$ cat src/hw/boothPkg.sv
/*
 * Booth arithmetic definitions
 *   boothDigitT  radix-4 digit as sign plus one-hot magnitude
 *   digitCount   digits needed for an operand width
 *   levelRows, treeLevels  sizing of the 4-to-2 reduction tree
 */
package boothPkg;

    // zero is all bits clear, never negative
    typedef struct packed {
        logic neg;
        logic two;
        logic one;
    } boothDigitT;

    // opWidth/2 digits plus one for the zero-extended unsigned operand
    function automatic int digitCount(int opWidth);
        return opWidth / 2 + 1;
    endfunction

    // rows entering a level; each group of four becomes two,
    // a leftover of three gets its own reducer with a zero fourth row
    function automatic int levelRows(int rowCount, int level);
        int rows;
        rows = rowCount;
        for (int lvl = 0; lvl < level; lvl++) begin
            if (rows % 4 == 3) begin
                rows = (rows / 4) * 2 + 2;
            end else begin
                rows = (rows / 4) * 2 + rows % 4;
            end
        end
        return rows;
    endfunction

    // levels until only the sum and carry rows remain
    function automatic int treeLevels(int rowCount);
        int levels;
        levels = 0;
        while (levelRows(rowCount, levels) > 2) begin
            levels++;
        end
        return levels;
    endfunction

endpackage

$ cat src/hw/mulPipePkg.sv
/*
 * Multiplier pipeline control
 *   tagWidth  width of the request tag
 *   mulCtlT   valid, operand mode and tag travelling with the data
 */
package mulPipePkg;

    parameter int tagWidth = 8;

    // rides beside the operands through every register stage
    typedef struct packed {
        logic                valid;
        // 1 for two's complement operands, 0 for unsigned
        logic                signedMode;
        logic [tagWidth-1:0] tag;
    } mulCtlT;

endpackage

$ cat src/hw/boothEncoder.sv
/*
 * boothEncoder
 *   radix-4 recoding of the multiplier into boothPkg digits
 *   signed or unsigned operand selected per request
 */
`timescale 1ns/10ps

module boothEncoder #(
    parameter int opWidth = 32
) (
    input  logic [opWidth-1:0]  multiplier,
    input  logic                signedMode,
    output boothPkg::boothDigitT digits [boothPkg::digitCount(opWidth)]
);
    import boothPkg::*;

    localparam int numDigits = digitCount(opWidth);

    // sign bit in signed mode, zero otherwise
    logic                extBit;
    // two extension bits on top, implicit zero below bit 0
    logic [opWidth+2:0]  extMult;

    assign extBit  = signedMode & multiplier[opWidth-1];
    assign extMult = {extBit, extBit, multiplier, 1'b0};

    // digit k looks at multiplier bits 2k+1, 2k, 2k-1
    // the top window is 000 or 111 in signed mode so that digit is zero there
    // in unsigned mode it picks up the msb as +1
    for (genvar k = 0; k < numDigits; k++) begin : genDigit
        logic [2:0] win;

        assign win = extMult[2*k+2 -: 3];

        // 100 101 110 are negative, 111 is a positive zero
        // magnitude one for 001 010 101 110
        // magnitude two only for 011 and 100
        assign digits[k] = '{
            neg: win[2] & ~(win[1] & win[0]),
            two: (win[2] & ~win[1] & ~win[0]) | (~win[2] & win[1] & win[0]),
            one: win[1] ^ win[0]
        };
    end

endmodule

$ cat src/hw/partialProductGen.sv
/*
 * partialProductGen
 *   one partial-product row per Booth digit
 *   rows are sign-extended to full product width and pre-shifted
 */
`timescale 1ns/10ps

module partialProductGen #(
    parameter int opWidth = 32
) (
    input  logic [opWidth-1:0]   multiplicand,
    input  logic                 signedMode,
    input  boothPkg::boothDigitT digits [boothPkg::digitCount(opWidth)],
    output logic [2*opWidth-1:0] rows   [boothPkg::digitCount(opWidth)]
);
    import boothPkg::*;

    localparam int numDigits = digitCount(opWidth);
    localparam int rowWidth  = 2 * opWidth;
    // room for 2A of an opWidth+1 bit signed value
    localparam int ppWidth   = opWidth + 2;

    // multiplicand as an opWidth+1 bit signed number in both modes
    logic [opWidth:0]   extA;
    logic [opWidth:0]   negA;
    logic [ppWidth-1:0] posOne;
    logic [ppWidth-1:0] posTwo;
    logic [ppWidth-1:0] negOne;
    logic [ppWidth-1:0] negTwo;

    assign extA = {signedMode & multiplicand[opWidth-1], multiplicand};

    // formed once and shared by every row
    // the extra bit keeps -(most negative) and -(unsigned max) exact
    assign negA = ~extA + 1'b1;

    assign posOne = {extA[opWidth], extA};
    assign posTwo = {extA, 1'b0};
    assign negOne = {negA[opWidth], negA};
    assign negTwo = {negA, 1'b0};

    for (genvar k = 0; k < numDigits; k++) begin : genRow
        logic [ppWidth-1:0]  ppVal;
        logic [rowWidth-1:0] ppFull;

        // zero digit gives an all-zero row whatever neg says
        always_comb begin
            if (digits[k].two) begin
                ppVal = digits[k].neg ? negTwo : posTwo;
            end else if (digits[k].one) begin
                ppVal = digits[k].neg ? negOne : posOne;
            end else begin
                ppVal = '0;
            end
        end

        // sign bits all the way to the product msb
        // bits past the msb after the shift drop out, the sum is modulo 2^rowWidth anyway
        assign ppFull  = {{(rowWidth - ppWidth){ppVal[ppWidth-1]}}, ppVal};
        // digit k carries weight 4^k
        assign rows[k] = ppFull << (2 * k);
    end

endmodule

$ cat src/hw/reducer4to2.sv
/*
 * reducer4to2
 *   row of 4-to-2 compressor cells
 *   sum row plus a carry row already shifted one place left
 */
`timescale 1ns/10ps

module reducer4to2 #(
    parameter int rowWidth = 64
) (
    input  logic [rowWidth-1:0] w,
    input  logic [rowWidth-1:0] x,
    input  logic [rowWidth-1:0] y,
    input  logic [rowWidth-1:0] z,
    output logic [rowWidth-1:0] sum,
    output logic [rowWidth-1:0] carry
);

    // chain carry into each cell, same weight as that cell's sum bit
    logic [rowWidth-1:0] chainIn;

    assign chainIn[0] = 1'b0;
    assign carry[0]   = 1'b0;

    // each cell counts five inputs: w, x, y, z and chainIn
    // result = sum + 2 * (carry + chain-out)
    for (genvar i = 0; i < rowWidth; i++) begin : genCell
        logic quadParity;

        assign quadParity = w[i] ^ x[i] ^ y[i] ^ z[i];

        // five-way parity
        assign sum[i] = quadParity ^ chainIn[i];

        // top cell drops its carry and chain-out, sums wrap at rowWidth
        if (i < rowWidth - 1) begin : genUpper
            // all four set, or an odd count of them plus the chained bit
            assign carry[i+1] = (w[i] & x[i] & y[i] & z[i]) |
                                (chainIn[i] & quadParity);

            // two or more of w x y z
            // no dependence on chainIn, so the chain stops after one cell
            assign chainIn[i+1] = (w[i] | x[i] | y[i]) &
                                  (w[i] | x[i] | z[i]) &
                                  (w[i] | y[i] | z[i]) &
                                  (x[i] | y[i] | z[i]);
        end
    end

endmodule

$ cat src/hw/compressorTree.sv
/*
 * compressorTree
 *   levels of reducer4to2 from all partial products down to two rows
 *   registered sum and carry rows with their control struct
 */
`timescale 1ns/10ps

module compressorTree #(
    parameter int opWidth = 32
) (
    input  logic                 clk,
    input  logic                 rstN,
    input  mulPipePkg::mulCtlT   inCtl,
    input  logic [2*opWidth-1:0] rows [boothPkg::digitCount(opWidth)],
    output mulPipePkg::mulCtlT   outCtl,
    output logic [2*opWidth-1:0] sumRow,
    output logic [2*opWidth-1:0] carryRow
);
    import boothPkg::*;

    localparam int rowWidth  = 2 * opWidth;
    localparam int numRows   = digitCount(opWidth);
    // 4 levels for opWidth 32: 17, 9, 5, 3 rows in, 2 out
    localparam int numLevels = treeLevels(numRows);

    // lvlRows[l] holds the rows entering level l
    // slots past levelRows(numRows, l) are tied to zero
    logic [rowWidth-1:0] lvlRows [numLevels+1][numRows];

    for (genvar r = 0; r < numRows; r++) begin : genLoad
        assign lvlRows[0][r] = rows[r];
    end

    for (genvar lvl = 0; lvl < numLevels; lvl++) begin : genLevel
        localparam int inRows   = levelRows(numRows, lvl);
        localparam int outRows  = levelRows(numRows, lvl + 1);
        localparam int groups   = inRows / 4;
        localparam int leftover = inRows % 4;

        // full groups of four rows
        for (genvar g = 0; g < groups; g++) begin : genGroup
            reducer4to2 #(
                .rowWidth(rowWidth)
            ) reducer_i (
                .w    (lvlRows[lvl][4*g]),
                .x    (lvlRows[lvl][4*g+1]),
                .y    (lvlRows[lvl][4*g+2]),
                .z    (lvlRows[lvl][4*g+3]),
                .sum  (lvlRows[lvl+1][2*g]),
                .carry(lvlRows[lvl+1][2*g+1])
            );
        end

        if (leftover == 3) begin : genPad
            // three spare rows would never shrink, so reduce them with a zero row
            reducer4to2 #(
                .rowWidth(rowWidth)
            ) reducer_i (
                .w    (lvlRows[lvl][4*groups]),
                .x    (lvlRows[lvl][4*groups+1]),
                .y    (lvlRows[lvl][4*groups+2]),
                .z    ('0),
                .sum  (lvlRows[lvl+1][2*groups]),
                .carry(lvlRows[lvl+1][2*groups+1])
            );
        end else begin : genPass
            // one or two spare rows wait for the next level
            for (genvar p = 0; p < leftover; p++) begin : genRow
                assign lvlRows[lvl+1][2*groups+p] = lvlRows[lvl][4*groups+p];
            end
        end

        for (genvar u = outRows; u < numRows; u++) begin : genIdle
            assign lvlRows[lvl+1][u] = '0;
        end
    end

    // pipeline register between the tree and the final adder
    always_ff @(posedge clk) begin
        sumRow   <= lvlRows[numLevels][0];
        carryRow <= lvlRows[numLevels][1];
        outCtl   <= inCtl;
        if (!rstN) begin
            outCtl.valid <= 1'b0;
        end
    end

endmodule

$ cat src/hw/boothMultiplier.sv
/*
 * boothMultiplier
 *   pipelined radix-4 Booth multiplier, signed or unsigned per request
 *   input register, encoder, row generator, 4-to-2 tree, ripple adder
 *   fixed latency of three stages, one request per clock
 */
`timescale 1ns/10ps

module boothMultiplier #(
    parameter int opWidth = 32
) (
    input  logic                 clk,
    input  logic                 rstN,
    input  mulPipePkg::mulCtlT   inCtl,
    input  logic [opWidth-1:0]   multiplicand,
    input  logic [opWidth-1:0]   multiplier,
    output mulPipePkg::mulCtlT   outCtl,
    output logic [2*opWidth-1:0] product
);
    import boothPkg::*;
    import mulPipePkg::*;

    localparam int numDigits = digitCount(opWidth);
    localparam int prodWidth = 2 * opWidth;

    // stage 1 registers
    mulCtlT               ctlS1;
    logic [opWidth-1:0]   multiplicandS1;
    logic [opWidth-1:0]   multiplierS1;

    // stage 2 combinational paths and tree registers
    boothDigitT           digits [numDigits];
    logic [prodWidth-1:0] ppRows [numDigits];
    mulCtlT               ctlS2;
    logic [prodWidth-1:0] sumRow;
    logic [prodWidth-1:0] carryRow;

    // stage 3 adder output
    logic [prodWidth-1:0] rippleSum;

    // operands are captured every cycle, only valid is reset
    always_ff @(posedge clk) begin
        multiplicandS1 <= multiplicand;
        multiplierS1   <= multiplier;
        ctlS1          <= inCtl;
        if (!rstN) begin
            ctlS1.valid <= 1'b0;
        end
    end

    boothEncoder #(
        .opWidth(opWidth)
    ) encoder_i (
        .multiplier(multiplierS1),
        .signedMode(ctlS1.signedMode),
        .digits    (digits)
    );

    partialProductGen #(
        .opWidth(opWidth)
    ) ppGen_i (
        .multiplicand(multiplicandS1),
        .signedMode  (ctlS1.signedMode),
        .digits      (digits),
        .rows        (ppRows)
    );

    // reduces the rows and registers them, stage 2
    compressorTree #(
        .opWidth(opWidth)
    ) tree_i (
        .clk     (clk),
        .rstN    (rstN),
        .inCtl   (ctlS1),
        .rows    (ppRows),
        .outCtl  (ctlS2),
        .sumRow  (sumRow),
        .carryRow(carryRow)
    );

    // final carry-propagate add, plain ripple, carry out of the msb dropped
    always_comb begin
        logic rippleCarry;
        rippleCarry = 1'b0;
        for (int i = 0; i < prodWidth; i++) begin
            rippleSum[i] = sumRow[i] ^ carryRow[i] ^ rippleCarry;
            rippleCarry  = (sumRow[i] & carryRow[i]) |
                           (rippleCarry & (sumRow[i] ^ carryRow[i]));
        end
    end

    // stage 3 output register
    always_ff @(posedge clk) begin
        product <= rippleSum;
        outCtl  <= ctlS2;
        if (!rstN) begin
            outCtl.valid <= 1'b0;
        end
    end

endmodule

$ cat config.mk
export PLATFORM = sky130hd
export DESIGN_NAME = boothMultiplier
export DESIGN_NICKNAME = d
export VERILOG_FILES = /design/src/hw/boothPkg.sv /design/src/hw/mulPipePkg.sv /design/src/hw/boothEncoder.sv /design/src/hw/partialProductGen.sv /design/src/hw/reducer4to2.sv /design/src/hw/compressorTree.sv /design/src/hw/boothMultiplier.sv
export SDC_FILE = /design/constraint.sdc
export NUM_CORES = 2
export LEC_CHECK = 0
export ABC_AREA = 1
export BUFFER_PORTS_ARGS = -buffer_cell sky130_fd_sc_hd__buf_4
export CAP_MARGIN = 20
export CORE_MARGIN = 10
export CORE_UTILIZATION = 60
export CTS_CLUSTER_SIZE = 24
export DETAILED_ROUTE_END_ITERATION = 7
export PLACE_DENSITY = 0.83
export SLEW_MARGIN = 40
export SYNTH_ARGS = -nofsm -noshare
export SYNTH_HDL_FRONTEND = slang
export SYNTH_HIERARCHICAL = 1
export SYNTH_SLANG_ARGS = --single-unit
$ cat constraint.sdc
create_clock -name clk -period 32.1 [get_ports clk]
set_clock_uncertainty 0.15 [all_clocks]
set_input_delay 1.605 -clock clk [delete_from_list [all_inputs] [get_ports clk]]
set_output_delay 1.605 -clock clk [all_outputs]
set_load 0.01 [all_outputs]
==> out/qor.txt <==
STA
-------------------------------------------------------------------------------------------------
Top achievable clock speed                                                             0.0373 GHz
Final number of hold-violating endpoints                                                        0
Crit share post-route                                                                       83.5%
Pins over their slew limit                                                                      0
Slew headroom                                                                               35.0%
Fin crit period                                                                          26.82 ns
Final TNS setup                                                                              0 ns
Count of final setup violators                                                                  0
Min Hold Slack                                                                           0.174 ns
Setup repair after global routing missed its margin                                            no
Transition time at the pin with the least slew margin                                    0.972 ns

OUTCOME
-------------------------------------------------------------------------------------------------
Run status                                                                           finished, violations left
Violations in the final reports                                                      design-rule violations

GRT
-------------------------------------------------------------------------------------------------
Antenna violations before repair                                                                3
Global routing usage summed across all routing layers                                       30.2%
Wire length of the first global-routing pass                                            340000 um
Global route total overflow                                                                     0
Via count of the first global-routing pass                                                  70500
Largest net degree at the start of global routing                                              66

DRT
-------------------------------------------------------------------------------------------------
Number of nets with antenna violations after detailed routing                                   0
DR WL/cell                                                                                16.2 um
First-pass DRT Iterations                                                                       8
Number of DRC violations after detailed routing                                                11
Ratio of routed vias to standard cells                                                       5.48
Number of DRC markers in iteration 0                                                         7235
Post-Route WL                                                                           214000 um
Vias                                                                                        72500

FLOORPLAN
-------------------------------------------------------------------------------------------------
Core outline area                                                                      121000 um2
Standard-cell rows                                                                            128
IO Pins                                                                                       150
Initial standard-cell utilization of the core                                               60.2%
Die Area                                                                               136000 um2
Die outline width                                                                          369 um
Floorplan die height                                                                       369 um

SETUP PATH
-------------------------------------------------------------------------------------------------
CP max stage delay                                                                        0.56 ns
Cell class contributing the biggest share of worst-path delay                         adder cells
Slowest library cell on the worst path                                               sky130_fd_sc_hd__fa_1
Arrival time at the worst endpoint                                                       27.22 ns
Number of buffer and inverter stages on the critical path                                       3
Worst-path fanout max                                                                           2
Data required time at the worst endpoint                                                 32.51 ns
Startpoint types                                                                        flip-flop
Critical Path Sink Type                                                                 flip-flop
Cell seen most often among critical-path stages                                      sky130_fd_sc_hd__fa_1
WS Path Type                                                                           reg -> reg

LOGIC SYNTHESIS
-------------------------------------------------------------------------------------------------
Area share of and/or/nand/nor cells after synthesis                                         26.1%
Post-synthesis xor/xnor area fraction                                                       7.30%
Flop and latch count out of synthesis                                                         286
Mean instance size in the synthesized netlist                                            6.24 um2
Combinational family with the most area after synthesis                               adder cells
Syn Std Cell Area                                                                       73100 um2
Share of synthesized area spent on multiplexers                                                0%
Adder-cell share of the synthesized area                                                    27.7%
Number of distinct library cell variants in the gate-level netlist after synthesis             37
Synthesized-area fraction occupied by ao, oa, aoi and oai cells                             12.5%
Number of warnings issued by yosys                                                              6
Post-synthesis sequential area ratio                                                        7.83%
Synth Instances                                                                             11700

CLOCK NETWORK
-------------------------------------------------------------------------------------------------
Sink count of the clock tree                                                                  286
Clock tree from TritonCTS                                                                     yes
Number of gates resized after cts                                                               0
Max H-tree Level                                                                                2
Number of CTS-inserted buffers                                                                 38
Total setup buffers inserted after CTS                                                          0
Maximum buffer depth of the clock tree                                                          3
CTS Hold Bufs                                                                                   0
Reg clk slew, reported paths                                                              0.06 ns
Insertion delay of the later-clocked pin in the worst-skew pair                           0.63 ns
Cell at the root of the clock tree                                                   sky130_fd_sc_hd__clkbuf_16

PLACEMENT
-------------------------------------------------------------------------------------------------
Count of port buffers added during placement                                                  149
Routability congestion estimate from global placement                                       0.992
Post-placement cell count                                                                   13200
DPL Wire Length                                                                         164000 um

FLOW RUN
-------------------------------------------------------------------------------------------------
Number of maximum-capacitance violations                                                        0

LAYOUT
-------------------------------------------------------------------------------------------------
Total inserted antenna cells                                                                    0
Total number of nets in the final design                                                    13200
Sequential cell area                                                                     5730 um2
Number of fill cells in the layout                                                          11100
Final Instance Count excl. Fillers                                                          13200
Total area of multi-input combinational cells                                           55600 um2
Fraction of the core area covered by cells at the end of the flow                           61.6%
Most used cells in the layout excluding fill and tap cells                           2733 x sky130_fd_sc_hd__nand2_1, 2157 x sky130_fd_sc_hd__inv_1, 1521 x sky130_fd_sc_hd__ha_1, 966 x sky130_fd_sc_hd__nor2_1, 946 x sky130_fd_sc_hd__nand3_1
Area grow syn2layout                                                                        2.28%
Leading cell type in the layout, fill and taps excluded                              sky130_fd_sc_hd__nand2_1
Proportion of layout cells with a drive suffix above 1                                      4.53%

WORST HOLD PATH
-------------------------------------------------------------------------------------------------
Type of the tightest min-delay check                                                   reg -> reg

-- kinds of logic after synthesis --
logic type                 Yosys count
AOI/OAI and AO/OA                 1464
and+or+nand+nor                   4723
adders and majority gates         1583
other                               11
xor gates and xnor gates           609
DFF                                286
buffers and inverters             3039
-- synth_stat cells (all sizes together) --
master / instances / area [um2]
nand2: 2774 / 10500
inv: 2176 / 8170
ha: 1521 / 19000
nor2: 991 / 3770
nand3: 953 / 4810
o21ai: 745 / 3780
buf: 635 / 4500
xor2: 461 / 4050
a21o: 396 / 2970
dfxtp: 286 / 5730
clkbuf: 190 / 716
xnor2: 148 / 1300
o22ai: 136 / 851
a31o: 100 / 876
o211ai: 86 / 646
fa: 62 / 1240
clkinv: 38 / 143
conb: 11 / 41.3
nand4: 5 / 43.8
a21oi: 1 / 5.00
-- flip-flops by register name, summed over array words and instances (netlist names) --
| signal | count |
|---|---|
| outCtl | 10 |
| multiplicandS1 | 32 |
| product | 64 |
| tree_i/carryRow | 64 |
| tree_i/sumRow | 64 |
| tree_i/outCtl | 10 |
| ctlS1 | 10 |
| multiplierS1 | 32 |
-- final timing paths --
| check | startpoint | end | slack (ns) | cells after the start |
|---|---|---|---|---|
| worst min-delay path | ctlS1[1] | tree_i/outCtl[1] | 0.17 | 0 |
| worst min register to register | ctlS1[1] | tree_i/outCtl[1] | 0.17 | 0 |
| worst max-delay path | tree_i/sumRow[0] | product[63] | 5.28 | 68 |
| worst max register to register | tree_i/sumRow[0] | product[63] | 5.28 | 68 |
-- final cells by class --
type	count	area share [%]
timing repair buffer	243	2.45
sequential	286	7.65
inverter	2214	11.1
clock buffer	47	1.42
clock inverter	20	0.350
tap	1625	2.72
multi-input combinational	8802	74.3
-- layer usage --
| layer | GRT usage, % | share of wire, % |
|---|---|---|
| met3 | 8.24 | 11 |
| met2 | 51.1 | 45 |
| met5 | 0.534 | 0.062 |
| met1 | 33.8 | 38 |
| met4 | 17.4 | 6.3 |
-- metrics by stage --
step                      setup WS [ns]  instance area, um2
final                              5.28               74800
after global routing               4.52               74800
after CTS                          5.21               74800
after detailed placement           5.48               73400
after global placement             5.25               73400
after floorplan                    7.87               74700
Power is not shown: default switching activity piles up to over one toggle a cycle in this logic, so the estimate is an artifact.
